**src/mgmt_pkg.sv**
```systemverilog
`default_nettype none

package mgmt_pkg;

	//////////////////////////////////////////////////
	// Bus geometry

	localparam int apb_addr_bits = 24;
	localparam int apb_data_bits = 16;

	// Device blocks are 0x400 bytes each
	localparam int block_addr_bits = 10;
	localparam int num_blocks = 2;

	typedef logic [apb_addr_bits-1:0] apb_addr_t;
	typedef logic [block_addr_bits-1:0] dev_addr_t;
	typedef logic [apb_addr_bits-block_addr_bits-1:0] blk_sel_t;
	typedef logic [apb_data_bits-1:0] apb_data_t;

	//////////////////////////////////////////////////
	// System information block

	typedef logic [31:0] idcode_t;
	typedef logic [15:0] tach_count_t;

	localparam dev_addr_t reg_idcode_lo = 10'h000;
	localparam dev_addr_t reg_idcode_hi = 10'h002;
	localparam dev_addr_t reg_fan0 = 10'h004;
	localparam dev_addr_t reg_fan1 = 10'h006;
	localparam dev_addr_t reg_scratch = 10'h008;

	// Tach gate window, in sys_clk cycles
	localparam int tach_window_cycles = 2000;
	typedef logic [$clog2(tach_window_cycles)-1:0] window_cnt_t;

	//////////////////////////////////////////////////
	// Front panel SPI block

	localparam dev_addr_t reg_fp_ctrl = 10'h000;
	localparam dev_addr_t reg_fp_data = 10'h002;
	localparam dev_addr_t reg_fp_status = 10'h004;

	// sys_clk cycles per SCK half period
	localparam int spi_clk_div = 4;
	typedef logic [$clog2(spi_clk_div)-1:0] spi_div_t;

	typedef logic [7:0] spi_byte_t;
	typedef logic [2:0] spi_bit_t;

	typedef enum logic [1:0] {idle, shift_low, shift_high, done_st} spi_state_t;

endpackage

`default_nettype wire
```
**src/mgmt_subsystem.sv**
```systemverilog
`timescale 1ns/1ps
`default_nettype none

module mgmt_subsystem(
	input wire sys_clk,
	input wire rst,

	// APB completer port
	input wire psel,
	input wire penable,
	input wire pwrite,
	input wire mgmt_pkg::apb_addr_t paddr,
	input wire mgmt_pkg::apb_data_t pwdata,
	output mgmt_pkg::apb_data_t prdata,
	output logic pready,
	output logic pslverr,

	// Fan tach inputs and device ID
	input wire [1:0] fan_tach,
	input wire mgmt_pkg::idcode_t idcode,

	// Front panel SPI
	output logic frontpanel_sck,
	output logic frontpanel_mosi,
	input wire frontpanel_miso,
	output logic frontpanel_cs_n
);

	//////////////////////////////////////////////////
	// Registered request path into the decoder

	wire slc_psel;
	wire slc_penable;
	wire slc_pwrite;
	wire mgmt_pkg::apb_addr_t slc_paddr;
	wire mgmt_pkg::apb_data_t slc_pwdata;
	wire mgmt_pkg::apb_data_t slc_prdata;
	wire slc_pready;
	wire slc_pslverr;

	apb_reg_slice i_slice(
		.sys_clk(sys_clk),
		.rst(rst),
		.up_psel(psel),
		.up_penable(penable),
		.up_pwrite(pwrite),
		.up_paddr(paddr),
		.up_pwdata(pwdata),
		.up_prdata(prdata),
		.up_pready(pready),
		.up_pslverr(pslverr),
		.dn_psel(slc_psel),
		.dn_penable(slc_penable),
		.dn_pwrite(slc_pwrite),
		.dn_paddr(slc_paddr),
		.dn_pwdata(slc_pwdata),
		.dn_prdata(slc_prdata),
		.dn_pready(slc_pready),
		.dn_pslverr(slc_pslverr)
	);

	//////////////////////////////////////////////////
	// Block decoder, 0x000 sysinfo and 0x400 front panel

	wire [mgmt_pkg::num_blocks-1:0] dev_psel;
	wire dev_penable;
	wire dev_pwrite;
	wire mgmt_pkg::dev_addr_t dev_paddr;
	wire mgmt_pkg::apb_data_t dev_pwdata;
	wire mgmt_pkg::apb_data_t dev_prdata [mgmt_pkg::num_blocks];
	wire [mgmt_pkg::num_blocks-1:0] dev_pready;
	wire [mgmt_pkg::num_blocks-1:0] dev_pslverr;

	apb_block_decoder i_decoder(
		.psel(slc_psel),
		.penable(slc_penable),
		.pwrite(slc_pwrite),
		.paddr(slc_paddr),
		.pwdata(slc_pwdata),
		.prdata(slc_prdata),
		.pready(slc_pready),
		.pslverr(slc_pslverr),
		.dev_psel(dev_psel),
		.dev_penable(dev_penable),
		.dev_pwrite(dev_pwrite),
		.dev_paddr(dev_paddr),
		.dev_pwdata(dev_pwdata),
		.dev_prdata(dev_prdata),
		.dev_pready(dev_pready),
		.dev_pslverr(dev_pslverr)
	);

	// Fan tachometers
	wire mgmt_pkg::tach_count_t fan0_count;
	wire mgmt_pkg::tach_count_t fan1_count;

	fan_tachometer i_tach0(
		.sys_clk(sys_clk),
		.rst(rst),
		.tach(fan_tach[0]),
		.count(fan0_count)
	);

	fan_tachometer i_tach1(
		.sys_clk(sys_clk),
		.rst(rst),
		.tach(fan_tach[1]),
		.count(fan1_count)
	);

	sysinfo_regs i_sysinfo(
		.sys_clk(sys_clk),
		.rst(rst),
		.psel(dev_psel[0]),
		.penable(dev_penable),
		.pwrite(dev_pwrite),
		.paddr(dev_paddr),
		.pwdata(dev_pwdata),
		.prdata(dev_prdata[0]),
		.pready(dev_pready[0]),
		.pslverr(dev_pslverr[0]),
		.fan0_count(fan0_count),
		.fan1_count(fan1_count),
		.idcode(idcode)
	);

	frontpanel_regs i_frontpanel(
		.sys_clk(sys_clk),
		.rst(rst),
		.psel(dev_psel[1]),
		.penable(dev_penable),
		.pwrite(dev_pwrite),
		.paddr(dev_paddr),
		.pwdata(dev_pwdata),
		.prdata(dev_prdata[1]),
		.pready(dev_pready[1]),
		.pslverr(dev_pslverr[1]),
		.sck(frontpanel_sck),
		.mosi(frontpanel_mosi),
		.miso(frontpanel_miso),
		.cs_n(frontpanel_cs_n)
	);

endmodule

`default_nettype wire

```
**src/frontpanel_regs.sv**
```systemverilog
`timescale 1ns/1ps
`default_nettype none

module frontpanel_regs(
	input wire sys_clk,
	input wire rst,

	// APB completer
	input wire psel,
	input wire penable,
	input wire pwrite,
	input wire mgmt_pkg::dev_addr_t paddr,
	input wire mgmt_pkg::apb_data_t pwdata,
	output mgmt_pkg::apb_data_t prdata,
	output logic pready,
	output logic pslverr,

	// Front panel SPI pins
	output logic sck,
	output logic mosi,
	input wire miso,
	output logic cs_n
);

	mgmt_pkg::spi_byte_t rx_byte;
	logic busy;
	logic start;

	logic access;
	logic wr_data;
	logic rd_setup;

	assign access = psel && penable;
	assign wr_data = access && pwrite && (paddr == mgmt_pkg::reg_fp_data);
	assign rd_setup = psel && !penable && !pwrite;

	// Data write waits for the current byte to finish
	assign pready = access && !(wr_data && busy);
	assign pslverr = 1'b0;

	// Shift starts on the same cycle the write completes
	assign start = wr_data && !busy;

	//////////////////////////////////////////////////
	// Chip select

	always_ff @(posedge sys_clk) begin
		if (rst)
			cs_n <= 1'b1;
		else if (access && pwrite && (paddr == mgmt_pkg::reg_fp_ctrl))
			cs_n <= pwdata[0];
	end

	// Read mux, fetched in the setup cycle
	always_ff @(posedge sys_clk) begin
		if (rst) begin
			prdata <= '0;
		end else if (rd_setup) begin
			case (paddr)
				mgmt_pkg::reg_fp_ctrl: prdata <= {15'h0, cs_n};
				mgmt_pkg::reg_fp_data: prdata <= {8'h0, rx_byte};
				mgmt_pkg::reg_fp_status: prdata <= {15'h0, busy};
				default: prdata <= '0;
			endcase
		end
	end

	spi_host i_spi(
		.sys_clk(sys_clk),
		.rst(rst),
		.start(start),
		.tx_byte(pwdata[7:0]),
		.rx_byte(rx_byte),
		.busy(busy),
		.sck(sck),
		.mosi(mosi),
		.miso(miso)
	);

endmodule

`default_nettype wire

```
**src/spi_host.sv**
```systemverilog
`timescale 1ns/1ps
`default_nettype none

module spi_host(
	input wire sys_clk,
	input wire rst,

	// Byte interface
	input wire start,
	input wire mgmt_pkg::spi_byte_t tx_byte,
	output mgmt_pkg::spi_byte_t rx_byte,
	output logic busy,

	// SPI pins, mode 0
	output logic sck,
	output logic mosi,
	input wire miso
);

	mgmt_pkg::spi_state_t state;
	mgmt_pkg::spi_div_t div_cnt;
	mgmt_pkg::spi_bit_t bit_cnt;
	mgmt_pkg::spi_byte_t tx_sr;
	mgmt_pkg::spi_byte_t rx_sr;
	logic half_end;

	// Last sys_clk cycle of an SCK half period
	assign half_end = (div_cnt == mgmt_pkg::spi_div_t'(mgmt_pkg::spi_clk_div - 1));

	always_ff @(posedge sys_clk) begin
		if (rst) begin
			state <= mgmt_pkg::idle;
			busy <= 1'b0;
			sck <= 1'b0;
			mosi <= 1'b0;
			div_cnt <= '0;
			bit_cnt <= '0;
		end else begin
			div_cnt <= div_cnt + 1'b1;
			case (state)
				mgmt_pkg::idle: begin
					div_cnt <= '0;
					if (start) begin
						// MSB goes out ahead of the first rising edge
						tx_sr <= tx_byte;
						mosi <= tx_byte[7];
						bit_cnt <= '0;
						busy <= 1'b1;
						state <= mgmt_pkg::shift_low;
					end
				end
				mgmt_pkg::shift_low: begin
					if (half_end) begin
						// Rising edge, miso is still the value before the edge
						sck <= 1'b1;
						rx_sr <= {rx_sr[6:0], miso};
						state <= mgmt_pkg::shift_high;
					end
				end
				mgmt_pkg::shift_high: begin
					if (half_end) begin
						sck <= 1'b0;
						if (bit_cnt == 3'd7) begin
							state <= mgmt_pkg::done_st;
						end else begin
							// Next bit changes with the falling edge
							tx_sr <= {tx_sr[6:0], 1'b0};
							mosi <= tx_sr[6];
							bit_cnt <= bit_cnt + 1'b1;
							state <= mgmt_pkg::shift_low;
						end
					end
				end
				mgmt_pkg::done_st: begin
					busy <= 1'b0;
					state <= mgmt_pkg::idle;
				end
				default: state <= mgmt_pkg::idle;
			endcase
		end
	end

	// Received byte only updates once the whole byte is in
	always_ff @(posedge sys_clk) begin
		if (rst)
			rx_byte <= '0;
		else if (state == mgmt_pkg::done_st)
			rx_byte <= rx_sr;
	end

endmodule

`default_nettype wire

```
**src/sysinfo_regs.sv**
```systemverilog
`timescale 1ns/1ps
`default_nettype none

module sysinfo_regs(
	input wire sys_clk,
	input wire rst,

	// APB completer
	input wire psel,
	input wire penable,
	input wire pwrite,
	input wire mgmt_pkg::dev_addr_t paddr,
	input wire mgmt_pkg::apb_data_t pwdata,
	output mgmt_pkg::apb_data_t prdata,
	output logic pready,
	output logic pslverr,

	// Status inputs
	input wire mgmt_pkg::tach_count_t fan0_count,
	input wire mgmt_pkg::tach_count_t fan1_count,
	input wire mgmt_pkg::idcode_t idcode
);

	// Read data is fetched in the setup cycle
	logic rd_setup;
	logic wr_access;

	assign rd_setup = psel && !penable && !pwrite;
	assign wr_access = psel && penable && pwrite;

	// No wait states and no error offsets in this block
	assign pready = psel && penable;
	assign pslverr = 1'b0;

	//////////////////////////////////////////////////
	// Scratch register

	mgmt_pkg::apb_data_t scratch;

	always_ff @(posedge sys_clk) begin
		if (rst)
			scratch <= '0;
		else if (wr_access && (paddr == mgmt_pkg::reg_scratch))
			scratch <= pwdata;
	end

	//////////////////////////////////////////////////
	// Read mux

	always_ff @(posedge sys_clk) begin
		if (rst) begin
			prdata <= '0;
		end else if (rd_setup) begin
			case (paddr)
				mgmt_pkg::reg_idcode_lo: prdata <= idcode[15:0];
				mgmt_pkg::reg_idcode_hi: prdata <= idcode[31:16];
				mgmt_pkg::reg_fan0: prdata <= fan0_count;
				mgmt_pkg::reg_fan1: prdata <= fan1_count;
				mgmt_pkg::reg_scratch: prdata <= scratch;
				// Holes in the map read as zero
				default: prdata <= '0;
			endcase
		end
	end

endmodule

`default_nettype wire

```
**src/fan_tachometer.sv**
```systemverilog
`timescale 1ns/1ps
`default_nettype none

module fan_tachometer(
	input wire sys_clk,
	input wire rst,
	input wire tach,
	output mgmt_pkg::tach_count_t count
);

	// Two stage synchronizer plus edge history
	logic [1:0] tach_sync;
	logic tach_prev;
	logic tach_rise;

	always_ff @(posedge sys_clk) begin
		if (rst) begin
			tach_sync <= 2'b00;
			tach_prev <= 1'b0;
		end else begin
			tach_sync <= {tach_sync[0], tach};
			tach_prev <= tach_sync[1];
		end
	end

	assign tach_rise = tach_sync[1] && !tach_prev;

	//////////////////////////////////////////////////
	// Gate window and edge count

	mgmt_pkg::window_cnt_t window_cnt;
	mgmt_pkg::tach_count_t edge_cnt;
	logic window_end;

	assign window_end =
		(window_cnt == mgmt_pkg::window_cnt_t'(mgmt_pkg::tach_window_cycles - 1));

	always_ff @(posedge sys_clk) begin
		if (rst) begin
			window_cnt <= '0;
			edge_cnt <= '0;
			count <= '0;
		end else if (window_end) begin
			// Edge in the last cycle still belongs to this window
			window_cnt <= '0;
			edge_cnt <= '0;
			count <= edge_cnt + mgmt_pkg::tach_count_t'(tach_rise);
		end else begin
			window_cnt <= window_cnt + 1'b1;
			if (tach_rise)
				edge_cnt <= edge_cnt + 1'b1;
		end
	end

endmodule

`default_nettype wire

```
**src/apb_block_decoder.sv**
```systemverilog
`timescale 1ns/1ps
`default_nettype none

module apb_block_decoder(
	// Upstream side
	input wire psel,
	input wire penable,
	input wire pwrite,
	input wire mgmt_pkg::apb_addr_t paddr,
	input wire mgmt_pkg::apb_data_t pwdata,
	output mgmt_pkg::apb_data_t prdata,
	output logic pready,
	output logic pslverr,

	// Device side, one select per block and shared request fields
	output logic [mgmt_pkg::num_blocks-1:0] dev_psel,
	output logic dev_penable,
	output logic dev_pwrite,
	output mgmt_pkg::dev_addr_t dev_paddr,
	output mgmt_pkg::apb_data_t dev_pwdata,
	input wire mgmt_pkg::apb_data_t dev_prdata [mgmt_pkg::num_blocks],
	input wire [mgmt_pkg::num_blocks-1:0] dev_pready,
	input wire [mgmt_pkg::num_blocks-1:0] dev_pslverr
);

	// Block number sits above the in-block offset
	mgmt_pkg::blk_sel_t blk;
	logic hit;

	assign blk = paddr[mgmt_pkg::apb_addr_bits-1:mgmt_pkg::block_addr_bits];
	assign hit = (blk < mgmt_pkg::num_blocks);

	//////////////////////////////////////////////////
	// Request fan-out

	assign dev_penable = penable;
	assign dev_pwrite = pwrite;
	assign dev_paddr = paddr[mgmt_pkg::block_addr_bits-1:0];
	assign dev_pwdata = pwdata;

	always_comb begin
		for (int i = 0; i < mgmt_pkg::num_blocks; i++) begin
			dev_psel[i] = psel && (blk == i);
		end
	end

	//////////////////////////////////////////////////
	// Response mux

	always_comb begin
		prdata = '0;
		pready = 1'b0;
		pslverr = 1'b0;

		// At most one select is high
		for (int i = 0; i < mgmt_pkg::num_blocks; i++) begin
			if (dev_psel[i]) begin
				prdata = dev_prdata[i];
				pready = dev_pready[i];
				pslverr = dev_pslverr[i];
			end
		end

		// Unmapped block, answer with an error in the access phase
		if (psel && !hit) begin
			pready = penable;
			pslverr = penable;
		end
	end

endmodule

`default_nettype wire

```
**src/apb_reg_slice.sv**
```systemverilog
`timescale 1ns/1ps
`default_nettype none

module apb_reg_slice(
	input wire sys_clk,
	input wire rst,

	// Requester side
	input wire up_psel,
	input wire up_penable,
	input wire up_pwrite,
	input wire mgmt_pkg::apb_addr_t up_paddr,
	input wire mgmt_pkg::apb_data_t up_pwdata,
	output logic [15:0] up_prdata,
	output logic up_pready,
	output logic up_pslverr,

	// Device side
	output logic dn_psel,
	output logic dn_penable,
	output logic dn_pwrite,
	output mgmt_pkg::apb_addr_t dn_paddr,
	output mgmt_pkg::apb_data_t dn_pwdata,
	input wire mgmt_pkg::apb_data_t dn_prdata,
	input wire dn_pready,
	input wire dn_pslverr
);

	// Downstream access finishing in this cycle
	logic dn_done;
	assign dn_done = dn_psel && dn_penable && dn_pready;

	// Control half of the request, one cycle late
	// A finished access is dropped at once so it is not repeated
	// while the requester still holds its old request
	always_ff @(posedge sys_clk) begin
		if (rst) begin
			dn_psel <= 1'b0;
			dn_penable <= 1'b0;
		end else if (dn_done) begin
			dn_psel <= 1'b0;
			dn_penable <= 1'b0;
		end else begin
			dn_psel <= up_psel;
			dn_penable <= up_psel && up_penable;
		end
	end

	// Payload half of the request
	always_ff @(posedge sys_clk) begin
		dn_pwrite <= up_pwrite;
		dn_paddr <= up_paddr;
		dn_pwdata <= up_pwdata;
	end

	// Response goes straight back
	// pready only counts once the devices see the access phase
	assign up_prdata = dn_prdata;
	assign up_pready = dn_pready && dn_penable;
	assign up_pslverr = dn_pslverr;

endmodule

`default_nettype wire

```
**config.mk**
```make
export PLATFORM = sky130hd
export DESIGN_NAME = mgmt_subsystem
export DESIGN_NICKNAME = d
export VERILOG_FILES = /design/src/mgmt_pkg.sv /design/src/mgmt_subsystem.sv /design/src/frontpanel_regs.sv /design/src/spi_host.sv /design/src/sysinfo_regs.sv /design/src/fan_tachometer.sv /design/src/apb_block_decoder.sv /design/src/apb_reg_slice.sv
export SDC_FILE = /design/constraint.sdc
export NUM_CORES = 1
export LEC_CHECK = 0
export BUFFER_PORTS_ARGS = -buffer_cell sky130_fd_sc_hd__buf_2
export CORE_ASPECT_RATIO = 0.8
export CORE_MARGIN = 2
export CORE_UTILIZATION = 57
export DETAILED_ROUTE_END_ITERATION = 8
export PLACE_DENSITY_LB_ADDON = 0.05
export RECOVER_POWER = 50
export REMOVE_ABC_BUFFERS = 1
export SETUP_SLACK_MARGIN = 0.2
export SLEW_MARGIN = 5
export SYNTH_ARGS = -nofsm -noshare
export SYNTH_HDL_FRONTEND = slang
export SYNTH_HIERARCHICAL = 1
export SYNTH_SLANG_ARGS = --single-unit
```
**constraint.sdc**
```tcl
create_clock -name sys_clk -period 5.8 [get_ports sys_clk]
set_clock_uncertainty 0.15 [all_clocks]
set_input_delay 0.29 -clock sys_clk [delete_from_list [all_inputs] [get_ports sys_clk]]
set_output_delay 0.29 -clock sys_clk [all_outputs]
set_load 0.05 [all_outputs]
```
# Yosys cells after proc, flatten, opt, wreduce, memory -nomap -nowiden
# Index checks and enable logic that the tools add are counted.
# Widths: inputs -> output; s select.
[word_totals]
register_bits = 217
word_cells = 130
[op_classes]
n_addsub = 8
magnitude_cmp = 1
n_eq_ne = 16
mux = 30
bitwise = 1
reduce_logical = 46
[op_table]
columns = ["operator", "count"]
rows = [
  ["$pmux 16 s5", 1],
  ["$add 16x1->16", 2],
  ["$add 16x1->16 const B", 2],
  ["$mux 16", 2],
  ["$pmux 8 s3", 1],
  ["$logic_and 1x1->1", 23],
  ["$add 11x1->11 const B", 2],
  ["$eq 11x11->1 const B", 2],
  ["$mux 7", 3],
  ["$eq 10x3->1 const B", 2],
  ["$eq 14x1->1 const B", 1],
  ["$logic_not 14->1", 1],
  ["$lt 14x2->1 const B", 1],
  ["$pmux 7 s2", 1],
  ["$eq 10x2->1 const B", 1],
  ["$eq 10x4->1 const B", 1],
  ["$logic_not 10->1", 1],
  ["$mux 1", 10],
  ["$mux 3", 3],
  ["$reduce_and 3->1", 3],
  ["$mux 2", 4],
  ["$ne 2x2->1 const B", 4],
  ["$pmux 2 s4", 1],
  ["$reduce_or 2->1", 4],
  ["14 further kinds", 26],
]

# Depth between registers and ports, before layout
# Gate-level depths: netlist (run 1).
[depth]
depth_word = 12
ltp_mapped = 12

# By module
# The synthesis (run 1) kept the hierarchy.
[modules_own_cells]
columns = ["mod", "n_inst", "cells_each", "area_per_inst_um2", "seq_area_each_um2"]
rows = [
  ["fan_tachometer", 2, 232, 2190.9, 920.9],
  ["sysinfo_regs", 1, 215, 1884.3, 640.6],
  ["spi_host", 1, 110, 1346.3, 810.8],
  ["apb_reg_slice", 1, 65, 1033.5, 860.8],
  ["apb_block_decoder", 1, 79, 591.8, 0.0],
  ["frontpanel_regs", 1, 48, 508.0, 180.2],
]

# Worst setup path before layout (run 1)
# No wires, ideal clock.
[synth_path]
path_kind = "flip-flop to flip-flop"
from = "register i_slice.dn_paddr[23]"
to = "register i_frontpanel.i_spi.tx_sr[0], enable pin"
arrival_time_ns = 2.346
required_time_ns = 5.290
setup_slack_ns = 2.944
stages_incl_launch_ff = 11
path_buffers = 1
synth_period_minus_slack_ns = 2.856
path_cell_list = "dfxtp_1 > or4_4 > nor4_4 > nand3_4 > buf_6 > nor2_2 > nand2_1 > nor3b_2 > nor3b_4 > a21oi_2 > nor2_1"
[synth_via]
elab_chain_cells = 8
[synth_rtl]
columns = ["element", "line", "text"]
rows = [
  ["start: declaration", "apb_reg_slice.sv:22", "output mgmt_pkg::apb_addr_t dn_paddr,"],
  ["start signal: assignment", "apb_reg_slice.sv:52", "dn_paddr <= up_paddr;"],
  ["$eq 14x1->1", "apb_block_decoder.sv:43", "dev_psel[i] = psel && (blk == i);"],
  ["$logic_and 1x1->1", "apb_block_decoder.sv:43", ""],
  ["named net dev_psel (one bit)", "mgmt_subsystem.sv:65", "wire [mgmt_pkg::num_blocks-1:0] dev_psel;"],
  ["$logic_and 1x1->1", "frontpanel_regs.sv:33", "assign access = psel && penable;"],
  ["$logic_and 1x1->1 (2 in series)", "frontpanel_regs.sv:34", "assign wr_data = access && pwrite && (paddr == mgmt_pkg::reg_fp_data);"],
  ["$logic_and 1x1->1", "frontpanel_regs.sv:42", "assign start = wr_data && !busy;"],
  ["named net i_frontpanel.start", "frontpanel_regs.sv:27", "logic start;"],
  ["$ne 2x2->1 (no line)", "-", ""],
  ["$reduce_and 5->1 (no line)", "-", ""],
  ["end signal: assignment", "spi_host.sv:45", "tx_sr <= tx_byte;"],
  ["end signal: assignment", "spi_host.sv:67", "tx_sr <= {tx_sr[6:0], 1'b0};"],
  ["end: declaration", "spi_host.sv:23", "mgmt_pkg::spi_byte_t tx_sr;"],
]
# The timed path passes the listed nets, and every way through them passes these cells.
# A chain may end at the register's enable or synchronous reset.

# Worst setup path after layout (run 1)
[layout_path]
from = "register i_slice.dn_paddr[17]"
to = "output port pready"
[layout_via]
elab_chain_cells = 11
word_cells_on_any_way = 18
classes_between = "1 x order compare; 1 x eq/ne; 3 x mux; 13 x reduce/logical"
[layout_rtl]
columns = ["element", "line", "text"]
rows = [
  ["$eq 14x1->1 *", "apb_block_decoder.sv:43", ""],
  ["$logic_and 1x1->1 *", "apb_block_decoder.sv:43", ""],
  ["named net dev_psel (one bit)", "mgmt_subsystem.sv:65", ""],
  ["$logic_and 1x1->1 *", "frontpanel_regs.sv:33", ""],
  ["$logic_and 1x1->1 (2 in series)", "frontpanel_regs.sv:34", ""],
  ["$logic_and 1x1->1", "frontpanel_regs.sv:38", "assign pready = access && !(wr_data && busy);"],
  ["$logic_not 1->1", "frontpanel_regs.sv:38", ""],
  ["$logic_and 1x1->1 *", "frontpanel_regs.sv:38", ""],
  ["named net dev_pready (one bit)", "mgmt_subsystem.sv:71", "wire [mgmt_pkg::num_blocks-1:0] dev_pready;"],
  ["$mux 1 *", "apb_block_decoder.sv:57", "if (dev_psel[i]) begin"],
  ["$mux 1 *", "apb_block_decoder.sv:65", "if (psel && !hit) begin"],
  ["named net slc_pready", "mgmt_subsystem.sv:38", "wire slc_pready;"],
  ["$logic_and 1x1->1 *", "apb_reg_slice.sv:59", "assign up_pready = dn_pready && dn_penable;"],
  ["end: declaration", "mgmt_subsystem.sv:15", "output logic pready,"],
]
# Mark *: on every way through the listed nets, which the timed path passes. The rest lies on a longest branch.

==> metrics.md, run 1 <==
| Metric | Value |
|---|---|
| Vias | `roughly 7000` |
| Reg2reg end | `i_frontpanel/i_spi/tx_sr[3]` |
| CTS Sinks | `209` |
| Final WL | `21.0 mm` |
| CTS tree | `yes` |
| Static leakage | `4.12 nW` |
| Reg2Reg Depth | `9` |
| Die ar. | `18200 µm²` |
| Met1 WL | `roughly 11 mm` |
| Yosys reg bits | `approximately 210` |
| Multi-input gate area | `between 4000 and 5000 µm²` |
| Setup TNS Final | `0 ns` |
| Hold_ws | `0.0381 ns` |
| Period utilization | `64.9%` |
| Nets@finish | `1143` |
| Gr usage total | `a little under a quarter` |
| Library cells used by synthesis | `70` |
| Relative slew slack | `-96.3%` |
| Slew Viols, Final | `56` |
| Worst-path clk slew | `about 0.06 ns` |
| Synth Instances | `981` |
| Outcome | `finished, violations left` |
| Hold EP | `i_sysinfo/prdata[4]` |
| Synth area leaders | `dfxtp_1, nor2_1, buf_4, mux2i_1, xnor2_1` |
| Ys async rst share | `0%` |
| Number of synthesized flops with an enable pin | `15` |
| Via count of the first global-routing pass | `6404` |
| Area grow syn2layout | `13.0%` |
| Fillcell total | `~1300` |
| Initial DRC count | `379` |
| GP Congestion | `0.811` |
| Final worst slack | `2.04 ns` |
| Synth area leader | `dfxtp_1` |
| Placement Setup Slack | `2.42 ns` |
| Clk_lat worst skew | `roughly 0.49 ns` |
| Crit-path max cell delay | `between 0.5 and 0.6 ns` |
| Top Layer Used | `met4` |
| CP Cell Sequence | `or4_1 > nor3_1 > nand3_4 > nor2_2 > nand2_1 > a21oi_1 > mux2_2 > nand2_1 > mux2i_1 > and2_2 > buf_2` |
| Met3 WL post-DR | `881 µm` |
| Hold_sp | `idcode[4]` |
| PwrDens | `roughly 280 nW/µm²` |
| Top-area cell type share of the netlist area | `approximately two fifths` |
| WP data required | `5.36 ns` |
| Final ANT Viol Nets | `0` |
| H-tree depth | `1` |
| CP Capture Type | `output port` |
| WL per Instance | `16.4 µm` |
| Clk buf depth | `3` |
| Max-cap violations | `1` |
| Worst Setup Path Type | `register to output port` |
| Critical-path top delay cell | `or4_1` |
| Final hold vios | `0` |
| RSZ-0062 raised after global routing | `false` |
| Failing checks | `max-capacitance violations, max-slew violations` |
| Syn Area/Cell | `9.93 µm²` |
| Root buffer cell | `clkbuf_16` |
| Hold depth | `4` |
| Hold Path Class | `primary input to register` |
| I/O Pins | `101` |
| DRC viols | `0` |
| Die X | `150 µm` |
| PortBufs | `100` |
| Ys Warns | `6` |
| FP Rows | `42` |
| Die Height | `121 µm` |
| VDD IR max | `0.209 mV` |
| Fmax | `266 MHz` |
| WP data arrival | `3.32 ns` |
| Tmin final | `~3.8 ns` |
| R2r startpoint | `i_slice/dn_paddr[17]` |
| Post-DP HPWL | `13.9 mm` |
| Type of origin of the critical path | `register` |
| Antenna violations before repair | `0` |
| Critical path fanouts, max | `18` |
| Reg2reg setup slack | `2.17 ns` |
| Post-Syn Area | `9750 µm²` |
| First-pass GRT wire length | `33.6 mm` |
| Actual slew at the worst max-slew pin | `2.94 ns` |
| Pin count of the biggest net entering global routing | `56` |
| Grt total ovfl | `0` |
| Post-CTS setup buffer count | `0` |
| Final setup fails | `0` |
| Core outline area | `roughly 17000 µm²` |
| Vias per inst | `5.33` |
| TritonCTS buffer count | `21` |
| Layout cells sized above 1 | `20.0%` |
| Top cell by count, worst path | `nand2_1` |
| Sequential area share after synthesis | `44.5%` |
| Register Area | `around 4300 µm²` |
| Initial core utilization | `58.5%` |
| Met2 WL | `9.09 mm` |
| DRT Pass-1 Iters | `5` |
| Most used DFF post-synth | `dfxtp_1` |
==> placed cells by master (no fill, tap or decap), types with 10 or more instances in the layout <==
| cell | netlist | final |
|---|---|---|
| a211oi_1 | 14 | 20 |
| a21oi_1 | 24 | 24 |
| a311oi_1 | 13 | 13 |
| buf_2 | 21 | 94 |
| clkbuf_16 | 0 | 21 |
| conb_1 | 2 | 10 |
| dfxtp_1 | 194 | 193 |
| dlygate4sd3_1 | 0 | 47 |
| edfxtp_1 | 15 | 15 |
| ha_1 | 13 | 13 |
| inv_1 | 10 | 10 |
| mux2_2 | 11 | 11 |
| mux2i_1 | 48 | 48 |
| nand2_1 | 61 | 61 |
| nand2b_1 | 13 | 13 |
| nand3_1 | 15 | 15 |
| nand4_1 | 21 | 21 |
| nor2_1 | 155 | 155 |
| nor2b_1 | 12 | 13 |
| nor3_1 | 21 | 22 |
| nor3b_1 | 11 | 10 |
| nor4_1 | 9 | 14 |
| o21ai_0 | 10 | 10 |
| xnor2_1 | 54 | 54 |
| xor2_1 | 20 | 20 |
==> timing repair <==
item,in CTS,in global routing
hold buffers,47,0
resized for setup,0,0
hold endpoints to repair,46,0
==> through the flow <==
| stage | instances | total power, mW | instance area, µm² | utilization (%) |
|---|---|---|---|---|
| floorplan | 872 | 1.58 | 9020 | - |
| global placement | 1200 | 1.64 | 9870 | 59.2 |
| global route | 1284 | 3.22 | 11000 | 66.1 |
| finish | 1285 | 3.11 | 11000 | 66.1 |
| CTS | 1284 | 3.14 | 11100 | 66.6 |
| detailed placement | 1200 | 1.64 | 9870 | 59.2 |
==> registers in the layout, indices dropped and copies added, names as in the netlist, 8 cells and up <==
signal	count
i_tach0/count	16
i_tach0/edge_cnt	16
i_slice/dn_pwdata	16
i_tach0/window_cnt	11
i_frontpanel/i_spi/rx_byte	8
i_frontpanel/prdata	8
i_frontpanel/i_spi/rx_sr	8
i_sysinfo/prdata	16
i_sysinfo/scratch	16
i_tach1/edge_cnt	16
i_tach1/window_cnt	11
i_tach1/count	16
i_slice/dn_paddr	24
==> per-layer routing <==
metal / GRT usage (%) / vias to the layer above
met5: 0 / -
met4: 4.13 / 0
met3: 3.53 / 22
met2: 35.0 / 131
met1: 35.4 / 3222
li1: - / 3478
==> worst max-delay path by stage <==
stage                     slack (ns)                          end                 start
after floorplan                 1.92         i_sysinfo/prdata[11]  i_slice/dn_paddr[23]
after global placement          2.50  i_frontpanel/i_spi/tx_sr[2]  i_slice/dn_paddr[23]
after detailed placement        2.42  i_frontpanel/i_spi/tx_sr[2]  i_slice/dn_paddr[23]
after CTS                       2.26                       pready  i_slice/dn_paddr[23]
after global routing            1.72                       pready  i_slice/dn_paddr[17]
final                           2.04                       pready  i_slice/dn_paddr[17]
==> worst max-delay path: cells and delay by family, from the launching register on <==
| kind | cells | cell delay (ns) |
|---|---|---|
| AO/OA/AOI/OAI | 1 | 0.12 |
| buffers and inverters | 1 | 0.25 |
| flip-flops | 1 | 0.29 |
| multiplexers | 2 | 0.35 |
| AND/OR/NAND/NOR | 7 | 1.82 |
==> synth_stat cells (all sizes together) (20+ instances only) <==
| cell | count |
|---|---|
| dfxtp | 194 |
| nor2 | 157 |
| buf | 93 |
| nand2 | 62 |
| xnor2 | 54 |
| mux2i | 48 |
| a211oi | 29 |
| nand4 | 28 |
| a21oi | 25 |
| nor4 | 25 |
| clkbuf | 24 |
| nor3 | 23 |
| nand3 | 20 |
| xor2 | 20 |
==> power by group <==
group | internal, mW | switching [mW] | total (mW)
Combinational | 0.0707 | 0.0683 | 0.139
Clock | 0.928 | 0.546 | 1.47
Sequential | 1.47 | 0.0219 | 1.50
==> cell families after synthesis <==
group	count (synthesis)	synth area share (%)
simple gates	388	22.9
flops	209	44.5
buf+inv	127	8.13
compound gates	101	8.13
xor+xnor	74	6.65
mux	67	7.97
fa+ha+maj	13	1.67
other cells	2	0.0771
==> cell type report <==
| cell class | count | share of cell area, % |
|---|---|---|
| well taps | 220 | 2.50 |
| clock buffers | 29 | 5.68 |
| repair buffers | 155 | 9.29 |
| inverters | 10 | 0.341 |
| flip-flops and latches | 209 | 39.4 |
| diodes | 1 | 0.0227 |
| multi-input cells | 653 | 41.5 |
| clock inverters | 8 | 1.27 |
(Power assumes the default switching activity.)
==> run 2, diff against run 1 <==
CORE_UTILIZATION = 53   (was 57)
clock period = 3.2 ns   (was 5.8 ns; I/O delays follow)
==> run 2 against run 1 <==
Compared with the run above:
- the run still ends with max-capacitance violations, max-slew violations left
- sequential share of layout area decreased by 0.84 points
- largest power group unchanged
- non-clock buffer count up 20
- total power increased by 77%
- first-iteration DRC count fell by 11%
- combinational power rose by 93%
- worst setup slack got worse by 2.0 ns
- sequential cell count unchanged
- largest cell class unchanged
==> metrics.md, run 2 (synthesis results as in run 1) <==
| Metric | Value |
|---|---|
| Final setup fails | `0 (unchanged)` |
| Initial DRC count | `339 (was 379)` |
| Slew Viols, Final | `38 (was 56)` |
| Reg2reg setup slack | `0.32 ns (was 2.17 ns)` |
| Hold depth | `4 (unchanged)` |
| DRC viols | `0 (unchanged)` |
| CP Capture Type | `output port (unchanged)` |
| Antenna violations before repair | `0 (unchanged)` |
| CTS tree | `yes (unchanged)` |
| Max FFs per register | `24 (unchanged)` |
| TritonCTS buffer count | `21 (unchanged)` |
| Type of origin of the critical path | `register (unchanged)` |
| Placement Setup Slack | `0.367 ns (was 2.42 ns)` |
| Core outline area | `18100 µm² (was 16700 µm²)` |
| Static leakage | `4.20 nW (was 4.12 nW)` |
| Root buffer cell | `clkbuf_16 (unchanged)` |
| Commonest non-fill, non-tap cell in the layout | `dfxtp_1 (unchanged)` |
| Nets@finish | `1163 (was 1143)` |
| Die Height | `125 µm (was 121 µm)` |
| Gr usage total | `22.0% (was 23.2%)` |
| Hold_ws | `0.00523 ns (was 0.0381 ns)` |
| H-tree depth | `1 (unchanged)` |
| # diodes | `0 (was 1)` |
| Clk buf depth | `3 (unchanged)` |
| Initial core utilization | `54.0% (was 58.5%)` |
| Post-DP HPWL | `14.3 mm (was 13.9 mm)` |
| CP Launch Point | `i_slice/dn_paddr[11] (was i_slice/dn_paddr[17])` |
| Via count of the first global-routing pass | `6634 (was 6404)` |
| Worst Setup Path Type | `register to output port (unchanged)` |
| Register Area | `4340 µm² (unchanged)` |
| Die ar. | `19500 µm² (was 18200 µm²)` |
| Multi-input gate area | `4660 µm² (was 4570 µm²)` |
| Setup TNS Final | `0 ns (unchanged)` |
| Outcome | `finished, violations left (unchanged)` |
| Max-cap violations | `1 (unchanged)` |
| I/O Pins | `101 (unchanged)` |
| Final ANT Viol Nets | `0 (unchanged)` |
| Hold_sp | `idcode[3] (was idcode[4])` |
| R2r startpoint | `i_slice/dn_paddr[11] (was i_slice/dn_paddr[17])` |
| Hold EP | `i_sysinfo/prdata[3] (was i_sysinfo/prdata[4])` |
| WL per Instance | `16.4 µm (about the same)` |
| Reg2Reg Depth | `10 (was 9)` |
| Actual slew at the worst max-slew pin | `2.12 ns (was 2.94 ns)` |
| RSZ-0062 raised after global routing | `true (was false)` |
| Vias per inst | `5.25 (was 5.33)` |
| Vias | `6896 (was 6853)` |
| Worst-path clk slew | `0.07 ns (was 0.06 ns)` |
| Final WL | `21.6 mm (was 21.0 mm)` |
| Period utilization | `98.2%` |
| Final hold vios | `0 (unchanged)` |
| Most flops, register | `i_slice/dn_paddr (unchanged)` |
| Relative slew slack | `-41.6% (was -96.3%)` |
| CTS Sinks | `209 (unchanged)` |
| First-pass GRT wire length | `34.7 mm (was 33.6 mm)` |
| DRT Pass-1 Iters | `5 (unchanged)` |
| Hold Path Class | `primary input to register (unchanged)` |
| Fillcell total | `1540 (was 1332)` |
| Most frequent cells in the layout | `dfxtp_1, nor2_1, buf_2 (unchanged)` |
| Critical path fanouts, max | `2 (was 18)` |
| Pin count of the biggest net entering global routing | `64 (was 56)` |
| VDD IR max | `0.375 mV (was 0.209 mV)` |
| Reg2reg end | `i_frontpanel/i_spi/tx_sr[3] (unchanged)` |
| Area grow syn2layout | `15.5% (was 13.0%)` |
| GP Congestion | `0.795 (was 0.811)` |
| PwrDens | `488 nW/µm² (was 282 nW/µm²)` |
| Failing checks | `max-capacitance violations, max-slew violations (unchanged)` |
| WP data arrival | `2.83 ns (was 3.32 ns)` |
| Clk_lat worst skew | `0.50 ns (was 0.49 ns)` |
| FP Rows | `44 (was 42)` |
| Grt total ovfl | `0 (unchanged)` |
| Final worst slack | `0.0576 ns (was 2.04 ns)` |
| Tmin final | `3.14 ns` |
| Die X | `156 µm (was 150 µm)` |
| Layout cells sized above 1 | `21.8% (was 20.0%)` |
| WP data required | `2.89 ns (was 5.36 ns)` |
| PortBufs | `100 (unchanged)` |
| Fmax | `318 MHz` |
run 2: changes by cell type in the layout (fill, tap and decap cells not counted), sizes merged, moves of 2 or more:
| cell | previous run | this run |
|---|---|---|
| clkinv | 4 | 2 |
| buf | 102 | 113 |
| clkbuf | 35 | 38 |
| bufinv | 4 | 2 |
| dlygate4sd3 | 47 | 55 |
run 2: worst max-delay path by stage:
stage                                        to  slack [ns]  cells after the start
CTS                                      pready        0.03                     11
detailed placement  i_frontpanel/i_spi/tx_sr[1]        0.37                     10
finish                                   pready        0.06                     11
global placement    i_frontpanel/i_spi/tx_sr[1]        0.40                     10
global route                             pready       -0.07                     11
floorplan                  i_sysinfo/prdata[11]       -0.68                      7
run 2: final cells by class:
cell class	instances	share of cell area, %
clock buffers	31	5.54
clock inverters	6	0.767
inverters	10	0.333
multi-input cells	653	41.4
flip-flops and latches	209	38.5
well taps	230	2.56
repair buffers	175	10.9
run 2: report_power, final:
group / total, mW / switching, mW / internal [mW]
sequential: 2.71 / 0.0404 / 2.67
combinational: 0.268 / 0.129 / 0.139
clock: 2.51 / 1.00 / 1.51
total: 5.50 / 1.17 / 4.32
run 2: metal layers:
layer	GRT usage, %	share of wire [%]	vias up
li1	-	-	3525
met4	3.89	1.3	0
met1	32.9	51	3230
met3	3.47	3.8	21
met2	34.2	44	120
met5	0	0	-
run 2: what timing repair did:
item | in CTS | in global routing
hold buffers | 55 | 0
setup buffers | 4 | 1
cloned | 0 | 0
endpoints found under the hold margin | 66 | 0
pin swaps | 4 | 5
resized for setup | 11 | 3
setup endpoints to repair | 1 | 10
run 2: through the flow:
step | util (%) | instance area, µm² | power, mW | instances
final | 62.3 | 11300 | 5.50 | 1314
after global routing | 62.3 | 11300 | 5.68 | 1314
after CTS | 62.4 | 11300 | 5.55 | 1313
after detailed placement | 55.1 | 9940 | 2.98 | 1217
after global placement | 55.1 | 9940 | 2.98 | 1217
after floorplan | - | 9020 | 2.86 | 872
run 2: worst max-delay path, stage by stage (launching register included):
cell and delay, ns:
dfxtp_1 0.30, or4_4 0.53, nor4_4 0.22, nand3_4 0.14, buf_12 0.15, nor2_4 0.09, and2_4 0.14, mux2_2 0.13
nand2_1 0.08, mux2i_2 0.22, and2_4 0.18, buf_8 0.14
==> run 3, diff against run 2 <==
ABC_AREA = 1   (was not set)
CORE_UTILIZATION = 54   (was 53)
REMOVE_ABC_BUFFERS = not set   (was 1)
==> run 3 against run 2 <==
Compared with the run above:
- clock power is 2% lower
- design area grew 6.7%
- utilization is 1.3 points higher
- sequential share of layout area is 2.4 points lower
- highest routed layer unchanged
- the flow now finishes without violations
==> metrics.md, run 3 <==
| Metric | Value |
|---|---|
| Setup TNS Final | `0 ns (unchanged)` |
| Gr usage total | `25.1% (was 22.0%)` |
| Initial DRC count | `821 (was 339)` |
| Die ar. | `20300 µm² (was 19500 µm²)` |
| Synth Instances | `1416 (was 981)` |
| Nets@finish | `1627 (was 1163)` |
| Type of origin of the critical path | `register (unchanged)` |
| Post-synth top cells | `nand2_1, nor2_1, dfxtp_1, nand3_1, inv_1 (was dfxtp_1, nor2_1, buf_4, nand2_1, xnor2_1)` |
| PwrDens | `450 nW/µm² (was 488 nW/µm²)` |
| Outcome | `complete, no violations (was finished, violations left)` |
| TritonCTS buffer count | `22 (was 21)` |
| Final ANT Viol Nets | `0 (unchanged)` |
| Hold_sp | `pwdata[15] (was idcode[3])` |
| DRC viols | `0 (unchanged)` |
| CTS tree | `yes (unchanged)` |
| Max FFs per register | `24 (unchanged)` |
| CP Launch Point | `i_slice/dn_paddr[17] (was i_slice/dn_paddr[11])` |
| RSZ-0062 raised after global routing | `true (unchanged)` |
| Final hold vios | `0 (unchanged)` |
| FP Rows | `45 (was 44)` |
| Synth area leaders | `dfxtp_1, nand2_1, nor2_1, nand3_1, inv_1 (was dfxtp_1, nor2_1, buf_4, mux2i_1, xnor2_1)` |
| Ys async rst share | `0% (unchanged)` |
| Yosys reg bits | `209 (unchanged)` |
| Tmin final | `2.85 ns (was 3.14 ns)` |
| Vias | `9053 (was 6896)` |
| First-pass GRT wire length | `41.0 mm (was 34.7 mm)` |
| CP Capture Type | `output port (unchanged)` |
| Root buffer cell | `clkbuf_16 (unchanged)` |
| WL per Instance | `13.9 µm (was 16.4 µm)` |
| Post-route design area | `12000 µm² (was 11300 µm²)` |
| Hold Path Class | `primary input to register (unchanged)` |
| Final WL | `25.2 mm (was 21.6 mm)` |
| Post-Syn Area | `10300 µm² (was 9750 µm²)` |
| WP data arrival | `2.54 ns (was 2.83 ns)` |
| Period utilization | `89.2% (was 98.2%)` |
| Most frequent cells in the layout | `nand2_1, nor2_1, dfxtp_1 (was dfxtp_1, nor2_1, buf_2)` |
| Most common cell in the netlist | `nand2_1 (was dfxtp_1)` |
| Sequential area share after synthesis | `42.0% (was 44.5%)` |
| Pin count of the biggest net entering global routing | `41 (was 64)` |
| H-tree depth | `1 (unchanged)` |
| CTS Sinks | `209 (unchanged)` |
| Grt total ovfl | `0 (unchanged)` |
| Layout cells sized above 1 | `14.5% (was 21.8%)` |
| Die Height | `128 µm (was 125 µm)` |
| Fmax | `350 MHz (was 318 MHz)` |
| Critical path fanouts, max | `14 (was 2)` |
| DRT Pass-1 Iters | `5 (unchanged)` |
| Relative slew slack | `32.8% (was -41.6%)` |
| Area grow syn2layout | `16.2% (was 15.5%)` |
| I/O Pins | `101 (unchanged)` |
| Clk_lat worst skew | `0.51 ns (was 0.50 ns)` |
| Actual slew at the worst max-slew pin | `1.01 ns (was 2.12 ns)` |
| Core Util, Final | `63.7% (was 62.3%)` |
| Max-cap violations | `0 (was 1)` |
| Library cells used by synthesis | `41 (was 70)` |
| Via count of the first global-routing pass | `8254 (was 6634)` |
| Post-DP HPWL | `17.5 mm (was 14.3 mm)` |
| Die X | `159 µm (was 156 µm)` |
| Placement Setup Slack | `0.466 ns (was 0.367 ns)` |
| Antenna violations before repair | `0 (unchanged)` |
| Hold_ws | `0.127 ns (was 0.00523 ns)` |
| Static leakage | `5.40 nW (was 4.20 nW)` |
| Most flops, register | `i_slice/dn_paddr (unchanged)` |
| WP data required | `2.89 ns (about the same)` |
| Core outline area | `18900 µm² (was 18100 µm²)` |
| Most used DFF post-synth | `dfxtp_1 (unchanged)` |
| Synth area leader | `dfxtp_1 (unchanged)` |
| Clk buf depth | `3 (unchanged)` |
| Top-area cell type share of the netlist area | `37.6% (was 39.9%)` |
| Final setup fails | `0 (unchanged)` |
| Number of synthesized flops with an enable pin | `15 (unchanged)` |
| PortBufs | `100 (unchanged)` |
| GP Congestion | `0.857 (was 0.795)` |
| R2r startpoint | `i_slice/dn_paddr[21] (was i_slice/dn_paddr[11])` |
| Syn Area/Cell | `7.30 µm² (was 9.93 µm²)` |
| Worst-path clk slew | `0.06 ns (was 0.07 ns)` |
| Commonest non-fill, non-tap cell in the layout | `nand2_1 (was dfxtp_1)` |
| Final worst slack | `0.346 ns (was 0.0576 ns)` |
| Vias per inst | `5.01 (was 5.25)` |
| Post-place instance area | `10500 µm² (was 9940 µm²)` |
| # diodes | `0 (unchanged)` |
| Worst Setup Path Type | `register to output port (unchanged)` |
| VDD IR max | `0.329 mV (was 0.375 mV)` |
| Slew Viols, Final | `0 (was 38)` |
| Initial core utilization | `54.8% (was 54.0%)` |
| Ys Warns | `6 (unchanged)` |
[run 3: layout make-up]
type / instances / area [µm²]
clock buffers: 34 / 667
clock inverters: 4 / 33.8
fillers: 1679 / 6850
inverters: 162 / 613
multi-input cells: 949 / 4670
flip-flops and latches: 209 / 4330
well taps: 258 / 323
repair buffers: 190 / 1370
[run 3: layer usage]
layer / wire length, µm / share of wire, % / track usage, % / up-vias
met4: 521 / 2.1 / 6.20 / 0
met3: 1640 / 6.5 / 3.65 / 39
met5: 0 / 0 / 0 / -
met1: 12900 / 51 / 39.0 / 4071
met2: 10100 / 40 / 36.3 / 263
li1: - / - / - / 4680
[run 3: path summary, 6_finish.rpt]
check                                             end  slack (ns)  cells past startpoint
worst min register to register   i_tach0/tach_sync[1]        0.25                      2
worst max register to register    i_sysinfo/prdata[3]        0.42                     11
worst min-delay path            i_slice/dn_pwdata[15]        0.13                      2
worst max-delay path                           pready        0.35                     15
[run 3: through the flow]
stage                     instances  power, mW
after floorplan                1424       2.88
after global placement         1687       2.93
after detailed placement       1687       2.93
after CTS                      1806       5.46
after global routing           1806       5.60
final                          1806       5.40
[run 3: cell families (layout without fill, tap and decap cells)]
logic type / after synthesis / count (layout) / synth area share, %
AO/OA/AOI/OAI: 132 / 132 / 6.70
XOR/XNOR: 28 / 28 / 2.37
flip-flops: 209 / 209 / 42.0
buffers and inverters: 266 / 390 / 12.8
adder cells (fa/ha/maj): 13 / 13 / 1.57
other: 2 / 10 / 0.0727
AND/OR/NAND/NOR: 766 / 766 / 34.5
[run 3: timing repair]
action                                 CTS  global route
setup buffers                            1             0
pin swaps                                1             0
setup endpoints to repair                1            10
cloned                                   0             0
gates resized for setup                  1             5
hold buffers                            80             0
endpoints found under the hold margin   64             0
[run 3: critical path, stage by stage (launching register included)]
cell and delay (ns):
dfxtp_1 0.30, nor2_1 0.16, nand2_2 0.12, nor2_2 0.12, nand3b_1 0.13, clkinv_4 0.14
nand2_1 0.11, nor2_4 0.16, nand3_4 0.10, o21bai_2 0.14, inv_1 0.06, nand4_1 0.08
nand3_1 0.09, nand2_1 0.08, inv_1 0.04, buf_2 0.20
[run 3: power breakdown]
part / leakage (nW) / switching (mW) / internal, mW / total, mW
Clock: 0.341 / 1.03 / 1.43 / 2.46
Combinational: 3.35 / 0.123 / 0.115 / 0.239
Sequential: 1.72 / 0.0301 / 2.67 / 2.70
